`config.mk`:
```
export PLATFORM = sky130hd
export DESIGN_NAME = spi_sram_ctrl
export DESIGN_NICKNAME = d
export VERILOG_FILES = /design/src/source/sram_ctrl_pkg.sv /design/src/source/ctrl_reg_file.sv /design/src/source/sram_txn_seq.sv /design/src/source/spi_xb_xfer.sv /design/src/source/spi_sram_ctrl.sv
export SDC_FILE = /design/constraint.sdc
export NUM_CORES = 1
export LEC_CHECK = 0
export ABC_CLOCK_PERIOD_IN_PS = 1800
export BUFFER_PORTS_ARGS = -buffer_cell sky130_fd_sc_hd__buf_2
export CAP_MARGIN = 20
export CORE_AREA = 5 5 84 86
export CTS_CLUSTER_DIAMETER = 40
export DETAILED_ROUTE_END_ITERATION = 10
export DIE_AREA = 0 0 89 91
export GPL_ROUTABILITY_DRIVEN = 0
export PLACE_DENSITY = 0.74
export SLEW_MARGIN = 15
export SYNTH_ARGS = -nofsm -noshare
export SYNTH_HDL_FRONTEND = slang
export SYNTH_SLANG_ARGS = --single-unit
export TNS_END_PERCENT = 20
```
`constraint.sdc`:
```
create_clock -name clk -period 1.8 [get_ports clk]
set_input_delay 0.09 -clock clk [delete_from_list [all_inputs] [get_ports clk]]
set_output_delay 0.09 -clock clk [all_outputs]
set_load 0.03 [all_outputs]
```
`src/source/sram_ctrl_pkg.sv`:
```
/* shared bus structs, step encoding and serial SRAM command bytes
   only byte mode commands are defined, page and sequential modes are not supported */
package sram_ctrl_pkg;

  // ==========================================================
  // bus structs
  // ==========================================================

  // AVR data memory register access from the host
  typedef struct packed {
    logic [7:0] adr;    // register address
    logic [7:0] wdata;  // write data
    logic       re;     // read enable
    logic       we;     // write enable
  } reg_bus_t;

  // request side of the SPI XB, same shape as the host bus
  typedef struct packed {
    logic [7:0] ramadr;   // SPI register address
    logic [7:0] dbus_in;  // data into the SPI block
    logic       ramre;    // read enable
    logic       ramwe;    // write enable
  } spi_bus_t;

  // control register, upper nibble reserved and reads as zero
  typedef struct packed {
    logic [3:0] rsvd;
    logic [2:0] spi_speed;    // ATmega328 SPR1:SPR0 plus SPI2X
    logic       ext_addr_en;  // 24 bit SRAM addressing
  } ctrl_reg_t;

  // one user access
  typedef struct packed {
    logic [23:0] addr;
    logic [7:0]  w_data;
    logic        write;   // 1 write, 0 read
  } mem_req_t;

  // ==========================================================
  // step encoding between sequencer and SPI XB engine
  // ==========================================================
  typedef enum logic [1:0] {
    STEP_SPCR,      // plain write of SPCR
    STEP_SPSR,      // plain write of SPSR
    STEP_SPI_BYTE   // full byte exchange through SPDR
  } step_kind_e;

  typedef struct packed {
    step_kind_e kind;
    logic [7:0] data;
  } xfer_step_t;

  localparam logic [7:0] SRAM_READ      = 8'h03;      // byte read command
  localparam logic [7:0] SRAM_WRITE     = 8'h02;      // byte write command
  localparam int         SPIF_BIT       = 7;          // transfer complete flag in SPSR
  localparam logic [5:0] SPCR_MASTER_EN = 6'b010100;  // SPE and MSTR set, mode 0, msb first
  localparam logic [7:0] SRAM_DUMMY     = 8'hFF;      // shifted out while read data comes in

endpackage

```
`src/source/ctrl_reg_file.sv`:
```
/* control register on the 8-bit register bus, readback is combinational
   any write, even of an unchanged value, requests a new SPI configuration */
`timescale 1ns/1ps

module ctrl_reg_file
#(
  parameter logic [7:0] MEMCR_ADDR = 8'hE0
)
(
  input  logic                     clk,
  input  logic                     rstn,
  input  sram_ctrl_pkg::reg_bus_t  reg_req,
  output logic [7:0]               dbus_out,
  output logic                     io_out_en,
  output sram_ctrl_pkg::ctrl_reg_t cfg,
  output logic                     cfg_pending,  // config sequence still owed
  input  logic                     cfg_taken     // sequencer started the config
);
  import sram_ctrl_pkg::*;

  // speed 100 (clk/2 with SPI2X), short addressing
  localparam ctrl_reg_t CFG_RESET = '{rsvd: 4'h0, spi_speed: 3'b100, ext_addr_en: 1'b0};

  logic memcr_hit;
  logic memcr_we;
  logic memcr_re;

  assign memcr_hit = (reg_req.adr == MEMCR_ADDR);
  assign memcr_we  = memcr_hit && reg_req.we;
  assign memcr_re  = memcr_hit && reg_req.re;

  assign dbus_out  = memcr_re ? cfg : 8'h00;  // zero when not selected so outputs can be ORed
  assign io_out_en = memcr_re;

  always_ff @(posedge clk or negedge rstn)
  begin
    if (!rstn)
    begin
      cfg         <= CFG_RESET;
      cfg_pending <= 1'b0;
    end
    else
    begin
      if (memcr_we)
      begin
        cfg <= '{rsvd: 4'h0, spi_speed: reg_req.wdata[3:1], ext_addr_en: reg_req.wdata[0]};
      end
      if (memcr_we)
        cfg_pending <= 1'b1;  // a write racing cfg_taken wins, config reruns
      else if (cfg_taken)
        cfg_pending <= 1'b0;
    end
  end

endmodule

```
`src/source/sram_txn_seq.sv`:
```
/* main FSM, config has priority over user requests while idle
   byte mode only, chip select is released after every single access */
`timescale 1ns/1ps

module sram_txn_seq
(
  input  logic                      clk,
  input  logic                      rstn,
  input  sram_ctrl_pkg::ctrl_reg_t  cfg,
  input  logic                      cfg_pending,
  output logic                      cfg_taken,
  input  logic                      req_valid,
  output logic                      req_ready,
  input  sram_ctrl_pkg::mem_req_t   req,
  output logic                      rsp_valid,
  output logic [7:0]                r_data,
  output logic                      cs_out,       // active low SRAM select
  output logic                      step_valid,
  input  logic                      step_ready,
  output sram_ctrl_pkg::xfer_step_t step,
  input  logic                      done,
  input  logic [7:0]                done_data
);
  import sram_ctrl_pkg::*;

  typedef enum logic [2:0] {
    S_IDLE,
    S_CFG_SPCR,
    S_CFG_SPSR,
    S_CMD,
    S_ADDR_HI,   // only with extended addressing
    S_ADDR_MID,
    S_ADDR_LO,
    S_DATA
  } seq_state_e;

  seq_state_e state;
  logic       ready_q;   // idle and able to take a request
  logic       issued;    // current step handed to the engine, waiting for done
  logic       step_fire;
  logic       req_fire;
  mem_req_t   req_q;     // request held for the whole transaction
  logic       ext_q;     // address width latched with the request

  assign cfg_taken = (state == S_IDLE) && cfg_pending;
  assign req_ready = ready_q && !cfg_pending;  // hold off users until config is done
  assign req_fire  = req_valid && req_ready;

  // one step per non idle state, dropped while the engine is busy with it
  assign step_valid = (state != S_IDLE) && !issued;
  assign step_fire  = step_valid && step_ready;

  // ==========================================================
  // step content per state
  // ==========================================================
  always_comb
  begin
    step.kind = STEP_SPI_BYTE;
    step.data = SRAM_DUMMY;
    case (state)
      S_CFG_SPCR:
      begin
        step.kind = STEP_SPCR;
        step.data = {SPCR_MASTER_EN, cfg.spi_speed[1:0]};  // master enable plus SPR1:SPR0
      end
      S_CFG_SPSR:
      begin
        step.kind = STEP_SPSR;
        step.data = {7'd0, cfg.spi_speed[2]};  // SPI2X
      end
      S_CMD:      step.data = req_q.write ? SRAM_WRITE : SRAM_READ;
      S_ADDR_HI:  step.data = req_q.addr[23:16];
      S_ADDR_MID: step.data = req_q.addr[15:8];
      S_ADDR_LO:  step.data = req_q.addr[7:0];
      S_DATA:     step.data = req_q.write ? req_q.w_data : SRAM_DUMMY;
      default:    step.data = SRAM_DUMMY;
    endcase
  end

  // request payload, captured on the handshake
  always_ff @(posedge clk)
  begin
    if (req_fire)
    begin
      req_q <= req;
      ext_q <= cfg.ext_addr_en;
    end
    if ((state == S_DATA) && done && !req_q.write)
      r_data <= done_data;  // byte clocked in during the dummy exchange
  end

  // ==========================================================
  // sequencer FSM
  // ==========================================================
  always_ff @(posedge clk or negedge rstn)
  begin
    if (!rstn)
    begin
      state     <= S_IDLE;
      ready_q   <= 1'b0;
      cs_out    <= 1'b1;   // inactive
      issued    <= 1'b0;
      rsp_valid <= 1'b0;
    end
    else
    begin
      rsp_valid <= 1'b0;   // single cycle pulse
      if (step_fire)
        issued <= 1'b1;
      else if (done)
        issued <= 1'b0;    // next step may go out the cycle after done

      case (state)
        S_IDLE:
        begin
          if (cfg_pending)
          begin
            ready_q <= 1'b0;
            state   <= S_CFG_SPCR;  // cs stays high through config
          end
          else if (req_fire)
          begin
            ready_q <= 1'b0;
            cs_out  <= 1'b0;        // select SRAM from the command byte on
            state   <= S_CMD;
          end
          else
            ready_q <= 1'b1;
        end
        S_CFG_SPCR: if (done) state <= S_CFG_SPSR;
        S_CFG_SPSR: if (done) state <= S_IDLE;
        S_CMD:      if (done) state <= ext_q ? S_ADDR_HI : S_ADDR_MID;
        S_ADDR_HI:  if (done) state <= S_ADDR_MID;
        S_ADDR_MID: if (done) state <= S_ADDR_LO;
        S_ADDR_LO:  if (done) state <= S_DATA;
        S_DATA:
        begin
          if (done)
          begin
            cs_out    <= 1'b1;           // end of transaction
            ready_q   <= 1'b1;
            rsp_valid <= !req_q.write;   // reads only
            state     <= S_IDLE;
          end
        end
        default: state <= S_IDLE;
      endcase
    end
  end

endmodule

```
`src/source/spi_xb_xfer.sv`:
```
/* runs one step on the SPI XB, SPIF is polled with no timeout
   a byte exchange always ends with an SPDR read, which also clears SPIF */
`timescale 1ns/1ps

module spi_xb_xfer
#(
  parameter logic [7:0] SPCR_ADDR = 8'h4C,
  parameter logic [7:0] SPSR_ADDR = 8'h4D,
  parameter logic [7:0] SPDR_ADDR = 8'h4E
)
(
  input  logic                      clk,
  input  logic                      rstn,
  input  logic                      step_valid,
  output logic                      step_ready,
  input  sram_ctrl_pkg::xfer_step_t step,
  output logic                      done,       // one cycle, step finished
  output logic [7:0]                done_data,  // SPDR value of a byte exchange
  output sram_ctrl_pkg::spi_bus_t   spi_req,
  input  logic [7:0]                spi_dbus_out
);
  import sram_ctrl_pkg::*;

  typedef enum logic [1:0] {
    X_IDLE,
    X_WRITE,   // SPCR, SPSR or SPDR write
    X_POLL,    // read SPSR until SPIF
    X_READ     // drain SPDR
  } xfer_state_e;

  xfer_state_e state;
  xfer_step_t  step_q;
  logic [7:0]  wr_adr;

  assign step_ready = (state == X_IDLE);

  // step kind selects the target register
  always_comb
  begin
    case (step_q.kind)
      STEP_SPCR: wr_adr = SPCR_ADDR;
      STEP_SPSR: wr_adr = SPSR_ADDR;
      default:   wr_adr = SPDR_ADDR;
    endcase
  end

  // bus drive decoded from state, all enables low when idle
  always_comb
  begin
    spi_req = '0;
    case (state)
      X_WRITE:
      begin
        spi_req.ramwe   = 1'b1;
        spi_req.ramadr  = wr_adr;
        spi_req.dbus_in = step_q.data;
      end
      X_POLL:
      begin
        spi_req.ramre  = 1'b1;
        spi_req.ramadr = SPSR_ADDR;
      end
      X_READ:
      begin
        spi_req.ramre  = 1'b1;
        spi_req.ramadr = SPDR_ADDR;
      end
      default: spi_req = '0;
    endcase
  end

  always_ff @(posedge clk)
  begin
    if (step_valid && step_ready)
      step_q <= step;
    if (state == X_READ)
      done_data <= spi_dbus_out;  // byte shifted in from the SRAM
  end

  always_ff @(posedge clk or negedge rstn)
  begin
    if (!rstn)
    begin
      state <= X_IDLE;
      done  <= 1'b0;
    end
    else
    begin
      done <= 1'b0;
      case (state)
        X_IDLE:  if (step_valid) state <= X_WRITE;
        X_WRITE:
        begin
          if (step_q.kind == STEP_SPI_BYTE)
            state <= X_POLL;
          else
          begin
            done  <= 1'b1;   // register write only, no exchange
            state <= X_IDLE;
          end
        end
        X_POLL:  if (spi_dbus_out[SPIF_BIT]) state <= X_READ;
        X_READ:
        begin
          done  <= 1'b1;
          state <= X_IDLE;
        end
        default: state <= X_IDLE;
      endcase
    end
  end

endmodule

```
`src/source/spi_sram_ctrl.sv`:
```
/* serial SRAM controller in front of an SPI XB, the SPI block is always selected
   register addresses are parameters and must be distinct */
`timescale 1ns/1ps

module spi_sram_ctrl
#(
  parameter logic [7:0] MEMCR_ADDR = 8'hE0,  // control register
  parameter logic [7:0] SPCR_ADDR  = 8'h4C,  // SPI XB registers
  parameter logic [7:0] SPSR_ADDR  = 8'h4D,
  parameter logic [7:0] SPDR_ADDR  = 8'h4E
)
(
  input  logic                    clk,
  input  logic                    rstn,
  input  sram_ctrl_pkg::reg_bus_t reg_req,
  output logic [7:0]              dbus_out,
  output logic                    io_out_en,
  output sram_ctrl_pkg::spi_bus_t spi_req,
  input  logic [7:0]              spi_dbus_out,
  input  logic                    req_valid,
  output logic                    req_ready,
  input  sram_ctrl_pkg::mem_req_t req,
  output logic                    rsp_valid,
  output logic [7:0]              r_data,
  output logic                    cs_out
);
  import sram_ctrl_pkg::*;

  ctrl_reg_t  cfg;
  logic       cfg_pending;
  logic       cfg_taken;
  logic       step_valid;
  logic       step_ready;
  xfer_step_t step;
  logic       done;
  logic [7:0] done_data;

  ctrl_reg_file #(.MEMCR_ADDR(MEMCR_ADDR)) reg0 (
    .clk, .rstn, .reg_req, .dbus_out, .io_out_en, .cfg, .cfg_pending, .cfg_taken
  );

  sram_txn_seq seq0 (
    .clk, .rstn, .cfg, .cfg_pending, .cfg_taken, .req_valid, .req_ready, .req,
    .rsp_valid, .r_data, .cs_out, .step_valid, .step_ready, .step, .done, .done_data
  );

  spi_xb_xfer #(.SPCR_ADDR(SPCR_ADDR), .SPSR_ADDR(SPSR_ADDR), .SPDR_ADDR(SPDR_ADDR)) xfer0 (
    .clk, .rstn, .step_valid, .step_ready, .step, .done, .done_data, .spi_req, .spi_dbus_out
  );

endmodule

```
==> results.txt <==
----------------------------------------------------
[CTS]
  Clock buffers created by TritonCTS ... 9
  Master cell of the clock root buffer ... clkbuf_8
  CTS tree ... yes
  Clk slew on worst S/H paths ... 0.07 ns
  Post-CTS setup buffer count ... 0
  Clock network latency to the later pin of the worst-skew pair ... 0.34 ns
  Number of H-tree branching levels ... 3
  Longest Clk Path Bufs ... 2
  CTS sink count ... 75

[Critical path]
  Path type of the worst setup path ... reg -> reg
  Largest stage delay, worst path ... 0.51 ns
  Slowest-stage cell, CP ... dfrtp_1
  Critical Path Start Type ... flop
  Required time at the endpoint of the critical path ... 1.80 ns
  Arrival time at the worst endpoint ... 1.62 ns
  Crit path max-delay family ... simple AND/OR/NAND/NOR gates
  Crit end category ... flop
  Cells traversed along the worst timing path ... buf_12 > and3_1 > and3b_1
  CP Max Fanout ... 13
  Buffers and inverters on the worst path ... 1

[Power and ir drop]
  Pleak ... 1.80 nW
  Portion of total power attributed to combinational logic ... 35.6%
  Share of total power consumed by net switching ... 33.8%
  Clock group share of total power ... 21.7%
  Sequential share of power ... 42.8%
  Cell Int Power ... 4.10 mW
  Power density over the cells ... 1460 nW/µm²
  Switch Pwr ... 2.09 mW
  Peak ir drop on the vdd network ... 0.00115 V

[Placement]
  Port Buffers ... 88
  Half-perimeter wire length after detailed placement ... 4.23 mm
  Pre-CTS worst setup slack ... 0.0158 ns

[GRT]
  Total global routing overflow ... 0
  Via count of the first global-routing pass ... 2296
  Pin count of the biggest net entering global routing ... 24
  Antenna violations before repair ... 0
  Global-route wire length before repair ... 10.5 mm
  Combined global-route utilization of all metal layers ... 17.0%

[Synthesis]
  Share of the yosys chip area belonging to registers ... 72.0%
  Top cell type by total area after synthesis ... edfxtp_1
  Share of the synthesized area in the top cell type ... 59.5%
  Post-synthesis async set-or-reset flop share ... 20.0%
  Cell count after synthesis ... 204
  Mean Syn Cell Area ... 14.8 µm²
  Largest cells by area after synthesis ... edfxtp_1, dfrtp_1, and2_1, buf_4, mux2_2
  Most used DFF post-synth ... edfxtp_1
  Number of enable-type register cells in the synthesized netlist ... 60
  Count of different cell masters after synthesis ... 46
  Number of warnings printed during yosys synthesis ... 0
  Register bit total from synthesis ... 75
  Post-synthesis instance area ... 3030 µm²

[Final layout]
  Area occupied by registers ... 2180 µm²
  Antenna cells ... 0
  Share of final-layout standard cells stronger than drive strength 1 ... 35.4%
  Final layout net count ... 410
  Final core occ ... 68.4%
  Layout fillers ... 431
  Combined area of the multi-input logic cells ... 731 µm²
  Area growth from synthesis to layout ... 40.2%

[Timing]
  Setup Total Neg Slack ... 0 ns
  Slew @ Worst Pin ... 0.557 ns
  Slew Limit Headroom ... 62.7%
  Hold Vio Cnt, Final ... 0
  Maximum clock frequency ... 0.617 GHz
  Share of the clock period used by the worst path ... 90.0%
  Minimum hold slack ... 0.103 ns
  Setup Viol. Count Final ... 0
  Number of slew-limit violations in the final report ... 0
  Min Tclk post-route ... 1.62 ns
  Setup slack after layout ... 0.179 ns
  Largest clock skew in the final design ... 0.00686 ns
  RSZ-0062 raised after global routing ... no

[Drt]
  DR vias ... 2171
  Remaining routing DRC violations ... 0
  Iteration count of the initial detailed-routing pass ... 4
  Number of DRC violations after detailed-routing iteration 0 ... 94
  Routed via count divided by cell count ... 5.05
  Routed length per instance ... 15.0 µm
  Routed Antenna Nets ... 0
  Post-detailed-routing wire length ... 6.46 mm

[Die]
  Die height ... 91 µm
  Die width ... 89 µm
  Floorplan die area ... 8100 µm²
  FP Rows ... 29
  Ports placed on the boundary ... 100
  Placeable core area ... 6200 µm²
  Starting Density ... 48.8%

[Run]
  Number of maximum-capacitance violations ... 0

[Min path]
  Min-delay worst type ... in -> reg

[Outcome]
  Outcome ... complete, no violations

----------------------------------------------------
==> final cells by class <==
type,instances,area share (%)
Sequential cell,75,51.4
Timing Repair Buffer,146,23.6
Multi-Input combinational cell,109,17.2
Clock buffer,10,3.01
Tap cell,77,2.27
Clock inverter,6,1.89
Inverter,7,0.619
==> flip-flops by register name, indices dropped and copies added, names as in the netlist, named ones only <==
signal,cells
reg0.cfg,4
seq0.ready_q,1
seq0.cs_out,1
seq0.rsp_valid,1
seq0.r_data,8
reg0.cfg_pending,1
xfer0.done_data,8
seq0.req_q,33
seq0.ext_q,1
xfer0.done,1
xfer0.step_q,10
xfer0.state,1
seq0.state,3
seq0.issued,1
==> worst paths after layout <==
| check | start | end | slack (ns) | cells after the start |
|---|---|---|---|---|
| worst max-delay path | seq0.state[0] | seq0.r_data[1] | 0.18 | 3 |
| max in group asynchronous | rstn | seq0.cs_out | 1.32 | 2 |
| worst min register to register | xfer0.done_data[7] | seq0.r_data[7] | 0.42 | 0 |
| min in group asynchronous | rstn | reg0.cfg[2] | 0.18 | 2 |
| worst min-delay path | req_valid | seq0.ready_q | 0.10 | 4 |
| worst max register to register | seq0.state[0] | seq0.r_data[1] | 0.18 | 3 |
==> cell families (layout without fill, tap and decap cells) <==
| group | Yosys count | count (layout) | synth area share, % |
|---|---|---|---|
| buffers and inverters | 26 | 169 | 4.83 |
| and+or+nand+nor | 55 | 55 | 10.7 |
| muxes | 8 | 8 | 3.26 |
| other | 1 | 7 | 0.124 |
| DFF | 75 | 75 | 72.0 |
| xor gates and xnor gates | 2 | 2 | 0.579 |
| AOI/OAI and AO/OA | 37 | 37 | 8.47 |
==> per-stage QoR <==
step / cell area (µm²) / cells / power (mW)
after floorplan: 3050 / 210 / 4.16
after global placement: 3570 / 368 / 4.72
after detailed placement: 3570 / 368 / 4.79
after CTS: 4240 / 430 / 6.23
after global routing: 4240 / 430 / 6.54
final: 4240 / 430 / 6.19
==> tightest hold or removal path, cell delays in order <==
cell	delay, ns
buf_2	0.09
a21oi_1	0.08
nand2_1	0.06
nand3_1	0.07
==> power groups by stage <==
stage | sequential (mW) | combinational [mW] | clock, mW
after floorplan | 2.67 | 1.48 | 0
after global placement | 2.66 | 2.06 | 0
after detailed placement | 2.68 | 2.11 | 0
after CTS | 2.65 | 2.22 | 1.36
after global routing | 2.70 | 2.41 | 1.42
final | 2.65 | 2.20 | 1.34
==> cell usage after synthesis, types with 3 or more instances <==
cell type / instances
a21oi_1: 4
a22oi_1: 4
and2_1: 14
buf_2: 6
buf_4: 11
dfrtp_1: 13
edfxtp_1: 60
inv_1: 6
mux2_2: 5
nand2_1: 10
nand2b_1: 5
nand3_1: 5
nor2_1: 3
nor2b_1: 5
o21ai_0: 5
o22ai_1: 7
==> placed cells by master, fill, tap and decap left out, drive strengths merged, types with 2 or more instances in the layout <==
master / instances
o22ai: 7
dfrtp: 13
mux2i: 2
o21ai: 6
and3b: 2
nand2b: 5
o21a: 2
mux2: 5
o221ai: 2
and3: 2
a22oi: 4
a21o: 2
a2bb2oi: 2
o31ai: 2
inv: 7
nor2b: 5
bufinv: 2
nand3: 5
clkinv: 4
a21oi: 4
o32ai: 2
nor2: 3
and2: 14
buf: 100
nand2: 10
edfxtp: 60
dlygate4sd3: 46
clkbuf: 10
conb: 7
nor3: 2
dfstp: 2
==> repair_timing <==
action	CTS	global route
endpoints found under the setup margin	10	0
hold buffers	46	0
gates resized for setup	1	0
endpoints found under the hold margin	60	0
==> metal layers <==
metal	vias up	part of all wire (%)	routed length (µm)	GRT usage, %
met1	1041	38	2440	19.1
li1	1039	-	-	-
met5	-	0	0	0
met2	81	54	3520	30.9
met4	0	1.5	96	5.21
met3	10	6.2	402	4.43
No activity file was read; power rests on OpenSTA's default activity.
